## src/source/LsuPkg.sv

```systemverilog
package LsuPkg;

    localparam int LineBytes = 16;

    typedef logic [31:0] word_t;
    typedef logic [LineBytes*8-1:0] line_t;
    typedef logic [31-$clog2(LineBytes):0] lineAddr_t;
    typedef logic [LineBytes-1:0] byteMask_t;

    typedef enum logic [2:0] {
        LsuCommand_Load = 3'h0,
        LsuCommand_Store = 3'h1,
        LsuCommand_LoadReserved = 3'h2,
        LsuCommand_StoreConditional = 3'h3,
        LsuCommand_AtomicMemOp = 3'h4,
        LsuCommand_Invalidate = 3'h5
    } LsuCommand;

    typedef enum logic [3:0] {
        AtomicOp_Swap = 4'h0,
        AtomicOp_Add = 4'h1,
        AtomicOp_Xor = 4'h2,
        AtomicOp_And = 4'h3,
        AtomicOp_Or = 4'h4,
        AtomicOp_Min = 4'h5,
        AtomicOp_Max = 4'h6,
        AtomicOp_Minu = 4'h7,
        AtomicOp_Maxu = 4'h8
    } AtomicOp;

    typedef enum logic [1:0] {
        AccessSize_Byte = 2'h0,
        AccessSize_Half = 2'h1,
        AccessSize_Word = 2'h2
    } AccessSize;

    typedef struct packed {
        LsuCommand command;
        AtomicOp atomicOp;
        AccessSize size;
        logic isUnsigned;
        logic [31:0] addr;
        word_t storeData;
    } lsuRequest_t;

    typedef struct packed {
        logic write;
        lineAddr_t lineAddr;
        line_t writeLine;
    } memRequest_t;

    typedef struct packed {
        logic valid;
        logic reserved;
        lineAddr_t lineAddr;
    } tagEntry_t;

endpackage

```

## src/source/LineFillEngine.sv

```systemverilog
`timescale 1ns/1ps

module LineFillEngine import LsuPkg::*; (
    input  logic clk,
    input  logic rst,
    input  logic start,
    input  logic write,
    input  lineAddr_t lineAddr,
    input  line_t writeLine,
    output logic finish,
    output line_t fillLine,
    output logic memReq,
    output memRequest_t memRequest,
    input  logic memGrant,
    input  line_t memReadLine
);
    logic busy;

    always_ff @(posedge clk) begin
        if (rst) begin
            busy <= 1'b0;
        end
        else if (start) begin
            busy <= 1'b1;
        end
        else if (busy && memGrant) begin
            busy <= 1'b0;
        end
    end

    always_ff @(posedge clk) begin
        if (start) begin
            memRequest <= '{write: write, lineAddr: lineAddr, writeLine: writeLine};
        end
    end

    assign memReq = busy;
    assign finish = busy && memGrant;
    // Read data is only meaningful in the grant cycle
    assign fillLine = memReadLine;

    requestHeld: assert property (@(posedge clk) disable iff (rst)
        (memReq && !memGrant) |=> (memReq && $stable(memRequest)))
        else $error("Memory request changed before grant");

endmodule

```

## config.mk

```make
export PLATFORM = sky130hd
export DESIGN_NAME = LineFillEngine
export DESIGN_NICKNAME = d
export VERILOG_FILES = /design/src/source/LsuPkg.sv /design/src/source/LineFillEngine.sv
export SDC_FILE = /design/constraint.sdc
export NUM_CORES = 1
export LEC_CHECK = 0
export BUFFER_PORTS_ARGS = -buffer_cell sky130_fd_sc_hd__buf_2
export CAP_MARGIN = 0
export CORE_AREA = 2 2 222 224
export CTS_CLUSTER_DIAMETER = 80
export DETAILED_ROUTE_END_ITERATION = 8
export DIE_AREA = 0 0 224 226
export SLEW_MARGIN = 20
export SYNTH_ARGS = -nofsm -noshare
export SYNTH_HDL_FRONTEND = slang
export SYNTH_SLANG_ARGS = --single-unit
```

## constraint.sdc

```tcl
create_clock -name clk -period 1.4 [get_ports clk]
set_input_delay 0.28 -clock clk [delete_from_list [all_inputs] [get_ports clk]]
set_output_delay 0.28 -clock clk [all_outputs]
set_load 0.01 [all_outputs]
```

==> impl_metrics.toml <==
[run_status]
status = "completed"

[detailed_routing]
ant_nets = 0
first_iter_violations = 138
viasPerCell = 2.89
routed_wl_um = 18100
post_drt_wl_per_cell_um = 13.9
firstDrtPassIters = 4
vias = 3769
drc = 0

[critical_path]
max_stage_delay_ps = 340
critical_path_arrival_ps = 1060
path_max_fanout = 3
endpoint_kind = "output port"
cp.required_ps = 1120
cpMaxStageDelayCell = "dfxtp_2"
path_class = "flop to output port"
crit_chain = "and2_4 > buf_6"
crit_buf_inv = 1
critPathLaunchType = "flop"
crit_family = "flip-flops"

[die]
io_pins = 576
fp.dieArea_um2 = 50600
core_area_um2 = 48300
initial_core_util_pct = 11.8
fp.dieH_um = 226
row_count = 81
dieWidth_um = 224

[clocking]
cts.sinks = 158
h-tree-depth = 4
clkSlewWorstSetupHoldPaths_ps = 70
cts_buffer_depth = 2
cts-root-buf = "clkbuf_16"
clk-insertion-delay-late_ps = 470
numCtsBuffers = 17
cts_tree = "yes"

[yosys]
syn-num-nets = 579
synthTopCellsByCount = "edfxtp_1, buf_4"
ys.flop_type = "edfxtp_1"
synth_top_area_share_pct = 82.4
ys_seq_area_share_pct = 82.7
yosys.area.top_type = "edfxtp_1"
netlist_top_cells_area = "edfxtp_1, buf_4, dfxtp_1"
syn-cell-area_um2 = 5720
async_flop_share_pct = 0
synth.most_common_cell = "edfxtp_1"
synth_compound_area_share_pct = 0.153
syn_inst = 290
synth_xor_area_share_pct = 0
yosys_warnings = 0
synth_mux_area_share_pct = 0
synth_fa_ha_area_share_pct = 0
ys_ff_latch = 158
synth_top_family_by_area = "buffers and inverters"
synthSimpleGateAreaFrac_pct = 0.241
syn_avg_cell_area_um2 = 19.7
synth_cell_type_count = 7
synth_edf_count = 157

[timing]
rsz0062_at_grt = "true"
hold_slack_ps = 36.4
fin_crit_ps = 1340
timing.final.hold_violations = 0
fmax_mhz = 745
setup-violations-final = 0
relSlewSlack_pct = 81.4
skew_ps = 0
tightest_slew_ps = 279
slew_violations = 0
tns_ps = 0
period_share_pct = 95.9

[global_routing]
grt_antenna_before_repair = 11
grt_first_pass_wirelength_um = 23800
first_global_vias = 3908
grt_max_degree = 49
overflow = 0
grtUsageTotal_pct = 6.94

[power]
ir_worst_vdd_mv = 0.588
finalPower_w = 0.0118
power-per-cell-area_nw_per_um2 = 1250
power.leakage_nw = 3.80

[final_layout]
stdcell_area_um2 = 9410
syn2layout_area_growth_pct = 64.4
nets = 951
layout-drive-gt1-share_pct = 53.3

[place]
numPortBuffers = 319
gp_congestion = 0.643
dp_hpwl_um = 13300
dpl-instance-area_um2 = 7220

[hold_path]
hold_class = "primary input to flop"

[run]
max-cap-violations = 0
==> state kept, by name, summed over array words and instances, names as in the netlist <==
register    cells
memRequest    157
memReq          1
==> routing by layer <==
layer / vias up / global-route usage (%) / wire (um)
met5: - / 0 / 85
met2: 306 / 10.5 / 8150
met1: 1694 / 6.33 / 6410
met4: 12 / 5.68 / 1060
li1: 1670 / - / -
met3: 87 / 4.93 / 2360
==> through the flow <==
step | utilization, % | worst slack, ps | cells
after floorplan | - | 576 | 290
after global placement | 14.9 | 295 | 1109
after detailed placement | 14.9 | 281 | 1109
after CTS | 19.4 | -19.7 | 1297
after global routing | 19.5 | -26.4 | 1300
final | 19.5 | 58.0 | 1302
==> worst paths after layout <==
check                           slack, ps                 from                       end  cells past startpoint
worst min register to register        490  memReq$_SDFFE_PP0P_       memReq$_SDFFE_PP0P_                      2
worst min-delay path                   40        writeLine[41]  memRequest[41]$_DFFE_PP_                      1
worst max register to register        810  memReq$_SDFFE_PP0P_       memReq$_SDFFE_PP0P_                      2
worst max-delay path                   60  memReq$_SDFFE_PP0P_                    finish                      2
==> cell usage in the layout, fill, tap and decap left out <==
cell | Yosys | layout
a21oi_2 | 1 | 1
and2_4 | 0 | 1
buf_12 | 0 | 3
buf_2 | 0 | 317
buf_4 | 128 | 3
buf_6 | 0 | 2
bufinv_16 | 0 | 2
clkbuf_16 | 0 | 17
clkinv_2 | 0 | 1
clkinv_4 | 0 | 2
clkinvlp_4 | 0 | 2
dfxtp_2 | 0 | 1
diode_2 | 0 | 5
dlygate4sd3_1 | 0 | 156
edfxtp_1 | 157 | 157
inv_1 | 1 | 1
inv_6 | 0 | 5
inv_8 | 0 | 3
nand2b_1 | 1 | 1
==> cell families after synthesis <==
| kind of cell | Yosys count |
|---|---|
| buffers and inverters | 129 |
| flip-flops | 158 |
| AO/OA/AOI/OAI | 1 |
| AND/OR/NAND/NOR | 2 |
==> final cells by class <==
class	instances	area [um^2]
Fill cell	5149	38900
Sequential cell	158	4740
Timing Repair Buffer	481	3250
Tap cell	622	778
Clock buffer	17	425
Clock inverter	15	175
Multi-Input combinational cell	3	23.8
Antenna cell	5	12.5
Inverter	1	3.75
==> repair_timing <==
action | 4_1_cts | 5_1_grt
setup buffers | 0 | 0
setup endpoints to repair | 1 | 1
cloned | 0 | 0
hold endpoints to repair | 156 | 0
hold buffers | 156 | 0
gates resized for setup | 3 | 0
==> power breakdown <==
| part | internal (W) | switching (W) |
|---|---|---|
| clock | 0.00268 | 0.00209 |
| combinational | 0.000702 | 0.000592 |
| sequential | 0.00562 | 0.0000968 |
| total | 0.00900 | 0.00278 |
(Power assumes the default switching activity.)
