[config.mk]
export PLATFORM = sky130hd
export DESIGN_NAME = LoadAligner
export DESIGN_NICKNAME = d
export VERILOG_FILES = /design/src/source/LsuPkg.sv /design/src/source/LoadAligner.sv
export SDC_FILE = /design/constraint.sdc
export NUM_CORES = 1
export LEC_CHECK = 0
export BUFFER_PORTS_ARGS = -buffer_cell sky130_fd_sc_hd__buf_2
export CORE_UTILIZATION = 46
export DETAILED_ROUTE_END_ITERATION = 10
export PLACE_DENSITY = 0.9
export SYNTH_ARGS = -nofsm -noshare
export SYNTH_HDL_FRONTEND = slang
export SYNTH_SLANG_ARGS = --single-unit
[constraint.sdc]
create_clock -name vclk -period 2.41
set_input_delay 0.482 -clock vclk [all_inputs]
set_output_delay 0.482 -clock vclk [all_outputs]
set_load 0.02 [all_outputs]
[src/source/LsuPkg.sv]
package LsuPkg;

    localparam int LineBytes = 16;

    typedef logic [31:0] word_t;
    typedef logic [LineBytes*8-1:0] line_t;
    typedef logic [31-$clog2(LineBytes):0] lineAddr_t;
    typedef logic [LineBytes-1:0] byteMask_t;

    typedef enum logic [2:0] {
        LsuCommand_Load = 3'h0,
        LsuCommand_Store = 3'h1,
        LsuCommand_LoadReserved = 3'h2,
        LsuCommand_StoreConditional = 3'h3,
        LsuCommand_AtomicMemOp = 3'h4,
        LsuCommand_Invalidate = 3'h5
    } LsuCommand;

    typedef enum logic [3:0] {
        AtomicOp_Swap = 4'h0,
        AtomicOp_Add = 4'h1,
        AtomicOp_Xor = 4'h2,
        AtomicOp_And = 4'h3,
        AtomicOp_Or = 4'h4,
        AtomicOp_Min = 4'h5,
        AtomicOp_Max = 4'h6,
        AtomicOp_Minu = 4'h7,
        AtomicOp_Maxu = 4'h8
    } AtomicOp;

    typedef enum logic [1:0] {
        AccessSize_Byte = 2'h0,
        AccessSize_Half = 2'h1,
        AccessSize_Word = 2'h2
    } AccessSize;

    typedef struct packed {
        LsuCommand command;
        AtomicOp atomicOp;
        AccessSize size;
        logic isUnsigned;
        logic [31:0] addr;
        word_t storeData;
    } lsuRequest_t;

    typedef struct packed {
        logic write;
        lineAddr_t lineAddr;
        line_t writeLine;
    } memRequest_t;

    typedef struct packed {
        logic valid;
        logic reserved;
        lineAddr_t lineAddr;
    } tagEntry_t;

endpackage

[src/source/LoadAligner.sv]
`timescale 1ns/1ps

module LoadAligner import LsuPkg::*; (
    input  line_t line,
    input  logic [$clog2(LineBytes)-1:0] offset,
    input  AccessSize size,
    input  logic isUnsigned,
    output word_t value
);
    line_t shifted;
    word_t raw;

    assign shifted = line >> {offset, 3'b000};
    assign raw = shifted[31:0];

    always_comb begin
        unique case (size)
            AccessSize_Byte: begin
                value = {{24{!isUnsigned && raw[7]}}, raw[7:0]};
            end
            AccessSize_Half: begin
                value = {{16{!isUnsigned && raw[15]}}, raw[15:0]};
            end
            default: value = raw;
        endcase
    end

    // Natural alignment only, a line crossing is never split
    always_comb begin
        assert (!((size == AccessSize_Half && offset[0]) ||
                  (size == AccessSize_Word && offset[1:0] != 2'b00)))
            else $error("Misaligned access at offset %0d", offset);
    end

endmodule

==> results.yml <==
status:
  status: "finished with violations"
  violations: "negative setup slack"
finish:
  fillCellCount: 405
  n_antenna_cell: 0
  seqCellArea_um2: 0
  drive_gt1_share_pct: 64.48
  clockBufferCount: 0
  nFlopsAndLatches: 0
  nNetsFinal: 776
  area_growth_pct: 71.10
  layoutNonFillerInstCount: 741
sta:
  worst_slack_ns: -0.4040
  relSlewSlack_pct: 52.57
  grt_setup_unrepaired: "true"
  fmaxAchievable_mhz: 355.4
  hold_viol: 0
  drv_slew: 0
  fin_crit_sh_pct: 116.8
  post-route-min-period_ns: 2.814
  worst_pin_slew_ns: 0.7099
  setup_viol: 31
synth:
  ys.warnings.count: 0
  synth_area_um2: 3845
  seq_area_frac_synth_pct: 0
  synth_top_family_by_area: "multiplexers"
  syn_nets: 546
  synthTopCellsByArea: "mux4_2 29%, mux2i_1 22%, a211oi_1 6.2%, mux2_2 5.9%, nor2b_1 3.9%"
  synthXorXnorAreaFrac_pct: 0
  yosys.area_share.simple_pct: 10.22
  ys_types: 39
  synthCells: 411
  synth-compound-area-share_pct: 23.04
  synthAdderAreaFrac_pct: 0
  synthMuxAreaShare_pct: 57.53
  avgSynthCellArea_um2: 9.355
  synth_top_area_cell: "mux4_2"
  synth_top_area_share_pct: 29.29
grt:
  antenna_found_initial: 0
  grt.met3_usage_pct: 4.959
  use_met1_pct: 43.55
  grt_max_degree: 30
  busiest_layer: "met2"
  overflow: 0
  grt_use_total_pct: 36.78
  grt_pass1_wl_um: 25590
  grt_pass1_vias: 5213
  use_met2_pct: 64.34
setup_path:
  critPathMaxFanout: 8
  cp_slowest_cell: "mux2i_1"
  path_class: "input port to output pin"
  cp.buffers_inverters: 4
  worst_path_most_repeated_cell: "buf_6"
  crit_family: "compound AO/OA/AOI/OAI gates"
  crit_path_end_kind: "output pin"
  arrival_ns: 2.33
  max_stage_delay_ns: 0.36
  start_kind: "input port"
  path_cells: "buf_12 -> mux2i_1 -> o221ai_1 -> a2bb2oi_1 -> buf_4 -> a211oi_4 -> buf_6 -> nand2_2 -> buf_6"
  required_ns: 1.93
floorplanning:
  core_area_um2: 7888
  dieArea_um2: 8728
  fp-row-count: 32
  dieWidth_um: 93.43
  start_util_pct: 48.75
  ioPinCount: 167
  die_h_um: 93.43
power:
  swShare_pct: 48.54
  leakage_nw: 2.842
  p_sw_uw: 800.1
  clkPwrFrac_pct: 0
  internal_power_uw: 848.4
  p_per_area_nw_per_um2: 250.6
  comb_power_share_pct: 100.0
  ir_drop_v: 0.0001541
  p_seq_share_pct: 0
route:
  drc_errors: 0
  vias: 5366
  drtIter0Drc: 525
  first_pass_iters: 5
  wl_per_cell_um: 25.90
  wl_um: 19190
  ant_nets: 0
  vias_per_cell: 7.242
placed_design:
  place_inst: 704
  routabilityCongestion: 0.9622
  portBuffers: 167
  pre_cts_ws_ns: -0.3680
  dp_hpwl_um: 11610
hold_path:
  hp-class: "input port to output pin"
cts:
  ctsHoldBuffers: 0
job:
  max_cap_violations: 0
[layout make-up]
| cell class | count | area [um^2] | share of cell area (%) |
|---|---|---|---|
| inverters | 5 | 18.77 | 0.2853 |
| well taps | 102 | 127.6 | 1.940 |
| multi-input cells | 357 | 4004 | 60.86 |
| repair buffers | 277 | 2429 | 36.92 |
[cell usage in the layout, fill, tap and decap left out, types with 3 or more instances in the layout]
master     Yosys  layout
mux2_4         0       3
clkbuf_16      0       6
o221ai_1      12       5
buf_6         10      41
nand3_1        3       3
o211ai_1       8       8
inv_1          5       4
a21oi_1       25      22
a221oi_1       7       5
and2_1         5       5
nand2b_1       4       4
o31ai_4        0       4
o21ai_0       22      14
mux2i_1       86      68
a211oi_2       1       9
o221ai_4       0       7
buf_16         0       6
nor2b_1       24      24
a211oi_1      32      20
mux2i_4        0       6
mux4_2        50      50
nand2_1       23      18
a2bb2oi_1      5       5
mux2i_2        0      12
mux2_2        20      17
a211oi_4       0       4
buf_12         0      16
nand2_2        0       4
o21ai_4        0       5
buf_8          2       7
nor2_1         8       6
buf_4          8      66
a22oi_1        4       4
a21oi_2        0       3
buf_2         19     133
[cell usage after synthesis, types with 2 or more instances]
library cell and instances:
mux2_2 20, o211ai_1 8, o221ai_1 12, nor2_1 8, buf_6 10, inv_1 5, o21ai_0 22, o311ai_0 2
buf_2 19, a211oi_1 32, a21oi_1 25, mux4_2 50, nand2_1 23, a22oi_1 4, a221oi_1 7, a2bb2oi_1 5
nor2b_1 24, nand3_1 3, mux2i_1 86, o31ai_1 4, buf_4 8, clkbuf_1 9, nand2b_1 4, buf_8 2
and2_1 5
[power by group through the flow]
stage               Clock (mW)  Sequential [mW]  Combinational [mW]
finish                       0                0                1.65
global route                 0                0                1.71
CTS                          0                0                1.42
detailed placement           0                0                1.22
global placement             0                0                1.18
floorplan                    0                0               0.773
[per-layer routing]
layer  vias up  wire length [um]
li1       2165                 -
met5         -                 0
met3       174              2091
met1      2499              6245
met2       528              9399
met4         0              1455
[repair_timing]
| action | 4_1_cts | 5_1_grt |
|---|---|---|
| pin swaps | 5 | 7 |
| setup buffers | 17 | 12 |
| cloned | 6 | 6 |
| gates resized for setup | 100 | 84 |
| setup endpoints to repair | 31 | 31 |
[kinds of logic (layout without fill, tap and decap cells)]
| kind of cell | after synthesis | after routing |
|---|---|---|
| buffers and inverters | 54 | 282 |
| AO/OA/AOI/OAI | 128 | 128 |
| AND/OR/NAND/NOR | 73 | 73 |
| multiplexers | 156 | 156 |
[path summary, 6_finish.rpt]
kind	from	endpoint	slack, ns	cells past startpoint
max	offset[1]	value[26]	-0.40	9
min	offset[3]	value[7]	1.43	3
[per-stage QoR]
step | TNS, ns | instance area (um^2) | hold slack (ns) | total power, mW | util (%)
finish | -8.473 | 6579 | 1.433 | 1.649 | 83.41
global placement | -6.000 | 5344 | 1.450 | 1.182 | 67.75
detailed placement | -7.873 | 5344 | 1.445 | 1.223 | 67.75
global route | -9.411 | 6579 | 1.457 | 1.707 | 83.41
floorplan | -0.7894 | 4023 | 1.221 | 0.7733 | -
CTS | -4.950 | 5991 | 1.443 | 1.416 | 75.95
Note: power is estimated with default switching activity, not from simulation.
