==> src/source/LsuPkg.sv <==
package LsuPkg;

    localparam int LineBytes = 16;

    typedef logic [31:0] word_t;
    typedef logic [LineBytes*8-1:0] line_t;
    typedef logic [31-$clog2(LineBytes):0] lineAddr_t;
    typedef logic [LineBytes-1:0] byteMask_t;

    typedef enum logic [2:0] {
        LsuCommand_Load = 3'h0,
        LsuCommand_Store = 3'h1,
        LsuCommand_LoadReserved = 3'h2,
        LsuCommand_StoreConditional = 3'h3,
        LsuCommand_AtomicMemOp = 3'h4,
        LsuCommand_Invalidate = 3'h5
    } LsuCommand;

    typedef enum logic [3:0] {
        AtomicOp_Swap = 4'h0,
        AtomicOp_Add = 4'h1,
        AtomicOp_Xor = 4'h2,
        AtomicOp_And = 4'h3,
        AtomicOp_Or = 4'h4,
        AtomicOp_Min = 4'h5,
        AtomicOp_Max = 4'h6,
        AtomicOp_Minu = 4'h7,
        AtomicOp_Maxu = 4'h8
    } AtomicOp;

    typedef enum logic [1:0] {
        AccessSize_Byte = 2'h0,
        AccessSize_Half = 2'h1,
        AccessSize_Word = 2'h2
    } AccessSize;

    typedef struct packed {
        LsuCommand command;
        AtomicOp atomicOp;
        AccessSize size;
        logic isUnsigned;
        logic [31:0] addr;
        word_t storeData;
    } lsuRequest_t;

    typedef struct packed {
        logic write;
        lineAddr_t lineAddr;
        line_t writeLine;
    } memRequest_t;

    typedef struct packed {
        logic valid;
        logic reserved;
        lineAddr_t lineAddr;
    } tagEntry_t;

endpackage

==> src/source/LsuController.sv <==
`timescale 1ns/1ps

module LsuController import LsuPkg::*; #(
    parameter int IndexWidth = 6
) (
    input  logic clk,
    input  logic rst,
    input  logic enable,
    input  lsuRequest_t request,
    output logic done,
    output word_t result,
    output logic [IndexWidth-1:0] tagIndex,
    output logic tagWrite,
    output tagEntry_t tagWriteEntry,
    input  tagEntry_t tagReadEntry,
    output logic [IndexWidth-1:0] dataIndex,
    output byteMask_t dataWriteMask,
    output line_t dataWriteLine,
    input  line_t dataReadLine,
    input  word_t loadValue,
    input  line_t mergedLine,
    input  byteMask_t mergedMask,
    output logic fillStart,
    output logic fillWrite,
    output lineAddr_t fillLineAddr,
    output line_t fillWriteLine,
    input  logic fillFinish,
    input  line_t fillLine
);
    localparam int OffsetWidth = $clog2(LineBytes);

    typedef enum logic [2:0] {
        State_Idle,
        State_Lookup,
        State_Store,
        State_WriteThrough,
        State_Reserve,
        State_Refill,
        State_Invalidate
    } ControllerState;

    ControllerState state;
    ControllerState nextState;
    logic [IndexWidth-1:0] invIndex;
    word_t oldValue;

    lineAddr_t reqLineAddr;
    logic hit;
    logic scSuccess;
    logic lastIndex;
    line_t updatedLine;

    assign reqLineAddr = request.addr[31:OffsetWidth];
    assign hit = tagReadEntry.valid && (tagReadEntry.lineAddr == reqLineAddr);
    assign scSuccess = hit && tagReadEntry.reserved;
    assign lastIndex = (invIndex == {IndexWidth{1'b1}});

    // Whole line after the store for the write-through
    always_comb begin
        for (int b = 0; b < LineBytes; b++) begin
            updatedLine[b*8 +: 8] = mergedMask[b] ? mergedLine[b*8 +: 8]
                                                  : dataReadLine[b*8 +: 8];
        end
    end

    always_comb begin
        nextState = state;
        unique case (state)
            State_Idle: begin
                if (enable) begin
                    nextState = (request.command == LsuCommand_Invalidate) ? State_Invalidate
                                                                         : State_Lookup;
                end
            end
            State_Lookup: begin
                if (request.command == LsuCommand_StoreConditional) begin
                    nextState = scSuccess ? State_Store : State_Idle;
                end
                else if (!hit) begin
                    nextState = State_Refill;
                end
                else if (request.command == LsuCommand_LoadReserved) begin
                    nextState = State_Reserve;
                end
                else if (request.command == LsuCommand_Load) begin
                    nextState = State_Idle;
                end
                else begin
                    nextState = State_Store;
                end
            end
            State_Store: nextState = State_WriteThrough;
            State_WriteThrough: nextState = fillFinish ? State_Idle : State_WriteThrough;
            State_Reserve: nextState = State_Idle;
            State_Refill: nextState = fillFinish ? State_Idle : State_Refill;
            State_Invalidate: nextState = lastIndex ? State_Idle : State_Invalidate;
            default: nextState = State_Idle;
        endcase
    end

    always_comb begin
        done = 1'b0;
        unique case (state)
            State_Lookup: begin
                done = (request.command == LsuCommand_Load && hit) ||
                       (request.command == LsuCommand_StoreConditional && !scSuccess);
            end
            State_Reserve: done = 1'b1;
            State_WriteThrough: done = fillFinish;
            State_Invalidate: done = lastIndex;
            default: done = 1'b0;
        endcase
    end

    always_comb begin
        unique case (request.command)
            LsuCommand_StoreConditional: begin
                result = (state == State_WriteThrough) ? 32'd0 : 32'd1;
            end
            LsuCommand_LoadReserved, LsuCommand_AtomicMemOp: result = oldValue;
            LsuCommand_Load: result = loadValue;
            default: result = '0;
        endcase
    end

    // Array ports
    always_comb begin
        tagIndex = (state == State_Invalidate) ? invIndex
                                               : request.addr[OffsetWidth +: IndexWidth];
        dataIndex = tagIndex;
        tagWrite = 1'b0;
        tagWriteEntry = '{valid: 1'b1, reserved: 1'b0, lineAddr: reqLineAddr};
        dataWriteMask = '0;
        dataWriteLine = mergedLine;

        unique case (state)
            State_Store: begin
                tagWrite = 1'b1;
                dataWriteMask = mergedMask;
            end
            State_Reserve: begin
                tagWrite = 1'b1;
                tagWriteEntry.reserved = 1'b1;
            end
            State_Refill: begin
                tagWrite = fillFinish;
                dataWriteMask = fillFinish ? '1 : '0;
                dataWriteLine = fillLine;
            end
            State_Invalidate: begin
                tagWrite = 1'b1;
                tagWriteEntry = '0;
            end
            default: begin
            end
        endcase
    end

    // Refill read on a miss and write-through from the store state
    assign fillStart = (state == State_Store) ||
                       (state == State_Lookup && !hit &&
                        request.command != LsuCommand_StoreConditional);
    assign fillWrite = (state == State_Store);
    assign fillLineAddr = reqLineAddr;
    assign fillWriteLine = updatedLine;

    always_ff @(posedge clk) begin
        if (rst) begin
            state <= State_Idle;
            invIndex <= '0;
        end
        else begin
            state <= nextState;
            invIndex <= (state == State_Invalidate) ? invIndex + 1'b1 : '0;
        end
    end

    always_ff @(posedge clk) begin
        if (state == State_Lookup) begin
            oldValue <= loadValue;
        end
    end

    doneNeedsEnable: assert property (@(posedge clk) disable iff (rst) done |-> enable)
        else $error("done raised without enable");

    noWriteWithoutRequest: assert property (@(posedge clk) disable iff (rst)
        (tagWrite || (|dataWriteMask)) |-> enable)
        else $error("Array write while the core is idle");

endmodule

==> config.mk <==
export PLATFORM = sky130hd
export DESIGN_NAME = LsuController
export DESIGN_NICKNAME = d
export VERILOG_FILES = /design/src/source/LsuPkg.sv /design/src/source/LsuController.sv
export SDC_FILE = /design/constraint.sdc
export NUM_CORES = 1
export LEC_CHECK = 0
export BUFFER_PORTS_ARGS = -buffer_cell sky130_fd_sc_hd__buf_2
export CAP_MARGIN = 5
export CORE_AREA = 5 5 355 357
export CTS_CLUSTER_DIAMETER = 40
export DETAILED_ROUTE_END_ITERATION = 6
export DIE_AREA = 0 0 360 362
export MAX_ROUTING_LAYER = met4
export PLACE_DENSITY = 0.32
export SLEW_MARGIN = 20
export SYNTH_ARGS = -nofsm -noshare
export SYNTH_HDL_FRONTEND = slang
export SYNTH_SLANG_ARGS = --single-unit
==> constraint.sdc <==
create_clock -name clk -period 3.9 [get_ports clk]
set_input_delay 1.17 -clock clk [delete_from_list [all_inputs] [get_ports clk]]
set_output_delay 1.17 -clock clk [all_outputs]
set_load 0.05 [all_outputs]
==> summary.md, run 1 <==
| Metric | Value |
|---|---|
| DRC violation count after routing | `0` |
| Largest area contributor in the synthesized netlist | `sky130_fd_sc_hd__mux2_2` |
| Die width | `360 um` |
| Maximum buffer depth of the clock tree | `2` |
| CTS tree | `built` |
| Min-delay src | `invIndex[0]` |
| Post-synth design cell area | `5810 um^2` |
| Top cells by count, synth | `sky130_fd_sc_hd__mux2_2, sky130_fd_sc_hd__buf_4, sky130_fd_sc_hd__clkbuf_1, sky130_fd_sc_hd__edfxtp_1, sky130_fd_sc_hd__a22o_1` |
| Vias in the first global route | `8792` |
| Yosys warning total | `0` |
| Endpoint of the worst register-to-register path | `oldValue[31]` |
| Register bit total from synthesis | `41` |
| Max Slew Vio Count | `0` |
| Number of clock buffers inserted by TritonCTS | `5` |
| Max IR drop VDD | `0.154 mV` |
| GP Congestion | `0.906` |
| Post-detailed-route count of antenna-violating nets | `0` |
| Final hold slack | `0.506 ns` |
| Combinational family with the most area after synthesis | `multiplexers` |
| Element type at the critical path start | `input pin` |
| Avg WL per Cell | `27.4 um` |
| Power density of the placed cells | `258 nW/um^2` |
| Cell-by-cell listing of the critical path | `buf_12, xor2_1, nor4_1, buf_4, nand4_1, or4_4, o22ai_2, a21o_2, buf_12` |
| Worst Reg2Reg Path Length in Cells | `4` |
| Transition at the pin with the smallest max-transition slack | `0.600 ns` |
| CP max FO | `4` |
| Vias | `8430` |
| Vertical die dimension | `362 um` |
| Worst setup EP type | `output pin` |
| Proportion of synthesized area in mux cells | `51.1%` |
| Cell Area, Placed | `12200 um^2` |
| Outcome | `finished, violations left` |
| Clk sinks | `41` |
| Critical path's most frequent cell | `sky130_fd_sc_hd__buf_12` |
| Maximum achievable frequency | `237 MHz` |
| Die outline area | `130000 um^2` |
| Synth async-reset ratio | `0%` |
| Utilization of the core after routing | `10.2%` |
| Startpoint of the worst register-to-register path | `state[1]` |
| Clock Skews | `0.00869 ns` |
| Post-Syn Instances | `567` |
| Fraction of synthesized cell area in xor and xnor cells | `4.97%` |
| Antenna violations before repair | `89` |
| Required time of the worst setup path | `2.73 ns` |
| Number of distinct standard cells referenced by the synthesized netlist | `37` |
| Worst hold-check path type | `reg -> reg` |
| Number of enable-type register cells in the synthesized netlist | `32` |
| Synth top area share | `50.7%` |
| Net count, final | `1934` |
| Portion of the post-synthesis area used by sequential elements | `19.6%` |
| First-pass iteration count of the detailed router | `4` |
| Nets in the synthesized netlist | `1108` |
| Worst R2R Setup Slack | `2.15 ns` |
| Buffer cell driving the clock tree root | `sky130_fd_sc_hd__clkbuf_16` |
| H-tree depth | `2` |
| Overall overflow remaining after global route | `0` |
| Dominant delay contributor by cell family on the critical path | `simple AND/OR/NAND/NOR gates` |
| Buffers and inverters on the worst path | `3` |
| Total detailed-routing wirelength | `84300 um` |
| Data arrival time at the worst-slack endpoint | `3.04 ns` |
| Final critical path time including I/O delays and setup | `4.21 ns` |
| Kind of critical path | `in -> out` |
| Post-layout power | `3240 uW` |
| Count of buffers inserted at the top-level ports | `874` |
| First-pass GRT wire length | `103000 um` |
| Clock-pin slew on the worst setup and hold paths | `0.07 ns` |
| I/O pin cnt | `918` |
| Leakage power of the design | `0.00584 uW` |
| Global routing usage summed across all routing layers | `12.5%` |
| Pre-CTS setup slack | `-0.640 ns` |
| Final non-filler cell area | `12500 um^2` |
| Core footprint | `123000 um^2` |
| Destination of the worst hold path | `invIndex[0]` |
| Area growth from synthesis to final layout | `116%` |
| Fill cell total of the finished layout | `14482` |
| Synthesized-area fraction occupied by ao, oa, aoi and oai cells | `8.93%` |
| Worst hold path cell count | `1` |
| Unrepaired setup endpoints after global routing | `true` |
| Count of endpoints failing hold in the final timing report | `0` |
| Violated checks | `setup timing` |
| Most instantiated library cell after synthesis | `sky130_fd_sc_hd__mux2_2` |
| Setup WS post-layout | `-0.314 ns` |
| Maximum cell stage delay along the critical path | `0.54 ns` |
| Cell at the slowest stage of the critical path | `sky130_fd_sc_hd__or4_4` |
| Dominant cells by area after synthesis | `sky130_fd_sc_hd__mux2_2, sky130_fd_sc_hd__edfxtp_1, sky130_fd_sc_hd__a22o_1, sky130_fd_sc_hd__buf_4, sky130_fd_sc_hd__xor2_1` |
| Mean area per synthesized cell | `10.3 um^2` |
| Number of cell rows | `129` |
| Final setup violation count | `2` |
| Via count normalized by instance count | `2.74` |
| Initial core utilization | `4.74%` |
| Count of routing violations after the opening detailed-route iteration | `385` |
| Main synth FF type | `sky130_fd_sc_hd__edfxtp_1` |
| Share of layout cells above drive strength 1 | `84.7%` |
| Portion of the clock cycle consumed by the worst path in the final layout | `108%` |
| Headroom to the max-slew limit | `59.9%` |
| Area fraction in and, or, nand and nor cells after synthesis | `7.02%` |
| Clk Latency, worst-skew pair | `0.30 ns` |
| Maxcap violations | `0` |
| Largest net degree at the start of global routing | `47` |
| Area share of fa/ha/maj cells after synthesis | `0.215%` |
| Placed wire-length estimate | `78800 um` |
==> timing repair <==
action | 4_1_cts | 5_1_grt
pin swaps | 6 | 0
hold buffers | 0 | 0
endpoints found under the setup margin | 2 | 2
cloned | 0 | 0
setup buffers | 0 | 0
gates resized for setup | 16 | 3
==> sequential cells by signal, indices dropped and copies added, names as in the netlist <==
register	flops
invIndex	6
state	3
oldValue	32
==> power breakdown <==
part / leakage (uW) / switching [uW] / internal, uW
Sequential: 0.000370 / 11.1 / 514
Clock: 0.0000778 / 204 / 301
Combinational: 0.00539 / 1590 / 617
==> area by class of cell <==
type	count	area, um^2	share of cell area (%)
well taps	1637	2050	16.3
clock buffers	5	125	0.997
multi-input cells	438	4260	34.0
flip-flops and latches	41	1140	9.10
repair buffers	900	4780	38.1
diodes	48	120	0.958
inverters	7	26.3	0.209
clock inverters	3	41.3	0.329
==> cells in the final DEF, fill, tap and decap left out, types with 2 or more instances in the layout <==
cell type,n
sky130_fd_sc_hd__edfxtp_1,32
sky130_fd_sc_hd__nor2_1,6
sky130_fd_sc_hd__buf_4,20
sky130_fd_sc_hd__nor3_1,7
sky130_fd_sc_hd__mux2i_1,2
sky130_fd_sc_hd__xor2_1,23
sky130_fd_sc_hd__a21oi_1,5
sky130_fd_sc_hd__a31oi_1,3
sky130_fd_sc_hd__inv_1,6
sky130_fd_sc_hd__o21ai_0,2
sky130_fd_sc_hd__buf_2,862
sky130_fd_sc_hd__a21o_1,16
sky130_fd_sc_hd__nand2_1,7
sky130_fd_sc_hd__mux2_2,262
sky130_fd_sc_hd__and2_1,29
sky130_fd_sc_hd__nor4_2,2
sky130_fd_sc_hd__o22ai_1,2
sky130_fd_sc_hd__nand4_1,2
sky130_fd_sc_hd__clkbuf_16,5
sky130_fd_sc_hd__clkinv_1,2
sky130_fd_sc_hd__buf_12,13
sky130_fd_sc_hd__diode_2,48
sky130_fd_sc_hd__dfxtp_1,9
sky130_fd_sc_hd__xnor2_1,9
sky130_fd_sc_hd__a22o_1,31
sky130_fd_sc_hd__nor2_4,2
sky130_fd_sc_hd__nand3_1,5
sky130_fd_sc_hd__buf_6,5
sky130_fd_sc_hd__nor4_1,4
==> layer usage <==
metal	vias up	GRT usage, %	share of wire [%]
li1	3808	-	-
met4	0	0.528	0.74
met3	67	8.47	17
met1	3987	13.6	36
met2	568	20.1	46
met5	-	-	0
==> stage by stage <==
step                setup TNS, ns  std cells
floorplan                       0        567
finish                     -0.564       3079
CTS                        -0.631       3031
global placement            -1.28       3023
detailed placement          -1.22       3023
global route               -0.809       3072
==> worst max-delay path by stage <==
stage,from,to,slack [ns],cells after the start
6_report,request[50],done,-0.31,9
3_3_place_gp,request[59],done,-0.68,9
3_5_place_dp,request[59],done,-0.64,9
4_1_cts,request[50],done,-0.35,9
5_1_grt,request[51],done,-0.43,9
2_1_floorplan,tagReadEntry[11],done,0.05,6
==> worst register-to-register path: cells and delay by family (launching register included) <==
| kind | cells | cell delay (ns) |
|---|---|---|
| buffers and inverters | 3 | 0.82 |
| DFF | 1 | 0.38 |
| and+or+nand+nor | 1 | 0.14 |
==> logic make-up after synthesis <==
logic type / Yosys count
AND/OR/NAND/NOR: 73
flip-flops: 41
AO/OA/AOI/OAI: 67
XOR/XNOR: 33
buffers and inverters: 88
multiplexers: 264
adder cells (fa/ha/maj): 1
Power figures use the tool's default switching activity.
==> inputs of run 2 (changes only) <==
REMOVE_ABC_BUFFERS = 1   (was not set)
==> run 2 against run 1 <==
Net effect:
- the run still ends with setup timing left
- worst setup slack gained 0.13 ns
- core utilization rose by 0.13 points
- cell count increased by 0.58%
- maximum frequency rose by 3.2%
- first-iteration DRC count fell by 15%
- die area unchanged
- largest cell class unchanged
- sequential share of layout area is 0.12 points lower
- sequential power increased by 1%
==> summary.md, run 2 (synthesis gave the netlist of run 1 again) <==
| Metric | Value |
|---|---|
| Initial core utilization | `4.74% (unchanged)` |
| GR Layer Usage met2 | `20.6% (+0.45 points)` |
| Worst hold-check path type | `reg -> reg` |
| Die outline area | `130000 um^2 (unchanged)` |
| H-tree depth | `2 (unchanged)` |
| Critical path's most frequent cell | `sky130_fd_sc_hd__buf_12` |
| Max Slew Vio Count | `0 (unchanged)` |
| Antenna violations before repair | `80 (-10%)` |
| Most frequent standard cell in the layout excluding fill and tap cells | `sky130_fd_sc_hd__buf_2` |
| Most frequent cells in the layout | `sky130_fd_sc_hd__buf_2, sky130_fd_sc_hd__mux2_2, sky130_fd_sc_hd__edfxtp_1` |
| Maximum buffer depth of the clock tree | `2 (unchanged)` |
| Vias | `8309 (-1.4%)` |
| Transition at the pin with the smallest max-transition slack | `0.624 ns (+0.0242 ns)` |
| Setup WS post-layout | `-0.184 ns (+0.130 ns)` |
| Total detailed-routing wirelength | `86300 um (+2.3%)` |
| Element type at the critical path start | `input pin` |
| CTS tree | `built` |
| Placed wire-length estimate | `81000 um (+2.8%)` |
| Setup fix buffers added after clock tree synthesis | `0 (unchanged)` |
| Global Route met3 Usage | `11.1% (+2.6 points)` |
| Die width | `360 um (unchanged)` |
| Post-detailed-route count of antenna-violating nets | `0 (unchanged)` |
| Maximum achievable frequency | `245 MHz (+3.2%)` |
| Share of layout cells above drive strength 1 | `84.8% (about the same)` |
| Largest registers | `oldValue: 32 flops, invIndex: 6 flops, state: 3 flops` |
| Final critical path time including I/O delays and setup | `4.08 ns (-0.130 ns)` |
| DRC violation count after routing | `0 (unchanged)` |
| Unrepaired setup endpoints after global routing | `true` |
| Quantity of hold-fixing buffers added after cts | `0 (unchanged)` |
| Number of clock buffers inserted by TritonCTS | `5 (unchanged)` |
| Number of flip-flops under the largest register name | `32 (unchanged)` |
| Final hold slack | `0.496 ns (-0.00995 ns)` |
| Number of placed instances, taps included | `3022 (-0.033%)` |
| Headroom to the max-slew limit | `58.7% (-1.2 points)` |
| Clock-pin slew on the worst setup and hold paths | `0.07 ns (about the same)` |
| CP max FO | `4 (unchanged)` |
| Kind of critical path | `in -> out` |
| Maximum cell stage delay along the critical path | `0.59 ns (+0.05 ns)` |
| Pre-CTS setup slack | `-0.743 ns (-0.102 ns)` |
| Count of endpoints failing hold in the final timing report | `0 (unchanged)` |
| I/O pin cnt | `918 (unchanged)` |
| Clk sinks | `41 (unchanged)` |
| Required time of the worst setup path | `2.73 ns (about the same)` |
| Power density of the placed cells | `261 nW/um^2 (+0.95%)` |
| Count of routing violations after the opening detailed-route iteration | `329 (-15%)` |
| Global routing usage summed across all routing layers | `12.8% (+0.32 points)` |
| Cell-by-cell listing of the critical path | `buf_12, xor2_2, nor4_2, nand2_1, or4_4, o22ai_2, a21o_4, buf_12` |
| Violated checks | `setup timing` |
| Most flops, register | `oldValue` |
| Fill cell total of the finished layout | `14416 (-0.46%)` |
| Most crowded layer after global routing | `met2` |
| Vertical die dimension | `362 um (unchanged)` |
| Outcome | `finished, violations left` |
| Worst setup EP type | `output pin` |
| Maxcap violations | `0 (unchanged)` |
| Final setup violation count | `2 (unchanged)` |
| Vias in the first global route | `8855 (+0.72%)` |
| Portion of the clock cycle consumed by the worst path in the final layout | `105% (-3.3 points)` |
| Area growth from synthesis to final layout | `119%` |
| Via count normalized by instance count | `2.68 (-2.0%)` |
| Met1 routing resource usage after global routing | `12.4% (-1.1 points)` |
| GP Congestion | `0.942 (+4.0%)` |
| Largest net degree at the start of global routing | `54 (+15%)` |
| Setup total negative slack | `-0.347 ns (+0.218 ns)` |
| Utilization of the core after routing | `10.4% (+0.13 points)` |
| Number of cells in the finished layout apart from fillers | `3097 (+0.58%)` |
| First-pass GRT wire length | `105000 um (+1.6%)` |
| Clock Skews | `0.0111 ns (+0.00239 ns)` |
| First-pass iteration count of the detailed router | `4 (unchanged)` |
| Data arrival time at the worst-slack endpoint | `2.91 ns (-0.13 ns)` |
| Max IR drop VDD | `0.217 mV (+41%)` |
| Number of cell rows | `129 (unchanged)` |
| Net count, final | `1932 (-0.10%)` |
| Avg WL per Cell | `27.9 um (+1.7%)` |
| Leakage power of the design | `0.00586 uW (+0.38%)` |
| Core footprint | `123000 um^2 (unchanged)` |
| Buffer cell driving the clock tree root | `sky130_fd_sc_hd__clkbuf_16` |
| Clk Latency, worst-skew pair | `0.31 ns (about the same)` |
| Overall overflow remaining after global route | `0 (unchanged)` |
| Count of buffers inserted at the top-level ports | `874 (unchanged)` |
| Cell at the slowest stage of the critical path | `sky130_fd_sc_hd__or4_4` |
## run 2: layout make-up
type / count / area [um^2] / area share (%)
Sequential cell: 41 / 1140 / 8.98
Tap cell: 1637 / 2050 / 16.1
Antenna cell: 68 / 170 / 1.34
Clock inverter: 2 / 33.8 / 0.266
Timing Repair Buffer: 898 / 4880 / 38.4
Inverter: 7 / 26.3 / 0.207
Clock buffer: 6 / 129 / 1.01
Multi-Input combinational cell: 438 / 4280 / 33.7
## run 2: report_power, final
part	internal [uW]	switching (uW)	leakage [uW]	total [uW]
sequential	514	16.0	0.000370	530
clock	302	213	0.0000789	515
combinational	636	1630	0.00541	2270
total	1450	1860	0.00586	3310
## run 2: through the flow
stage / area (um^2) / power (uW)
after global placement: 12300 / 2840
after CTS: 12500 / 3410
after global routing: 12700 / 3470
after detailed placement: 12300 / 2840
final: 12700 / 3310
after floorplan: 5370 / 1800
## run 2: worst max-delay path, delay by kind of cell
kind,cells,cell delay (ns)
AND/OR/NAND/NOR,3,1.04
buffers and inverters,2,0.25
XOR/XNOR,1,0.14
AO/OA/AOI/OAI,2,0.31
## run 2: layer usage
metal / wire length (um) / up-vias
met1: 29500 / 3894
met2: 39600 / 536
met5: 0 / -
met4: 516 / 0
met3: 16700 / 48
li1: - / 3831
## run 2: path summary, 6_finish.rpt
path,from,to,slack [ns],cells past startpoint
min,invIndex[0],invIndex[0],0.50,1
min reg2reg,invIndex[0],invIndex[0],0.50,1
max reg2reg,state[0],invIndex[1],2.07,4
max,request[56],done,-0.18,8
## run 2: timing repair
action | 4_1_cts | 5_1_grt
endpoints found under the hold margin | 0 | 0
setup endpoints to repair | 2 | 2
gates resized for setup | 24 | 0
pin swaps | 10 | 1
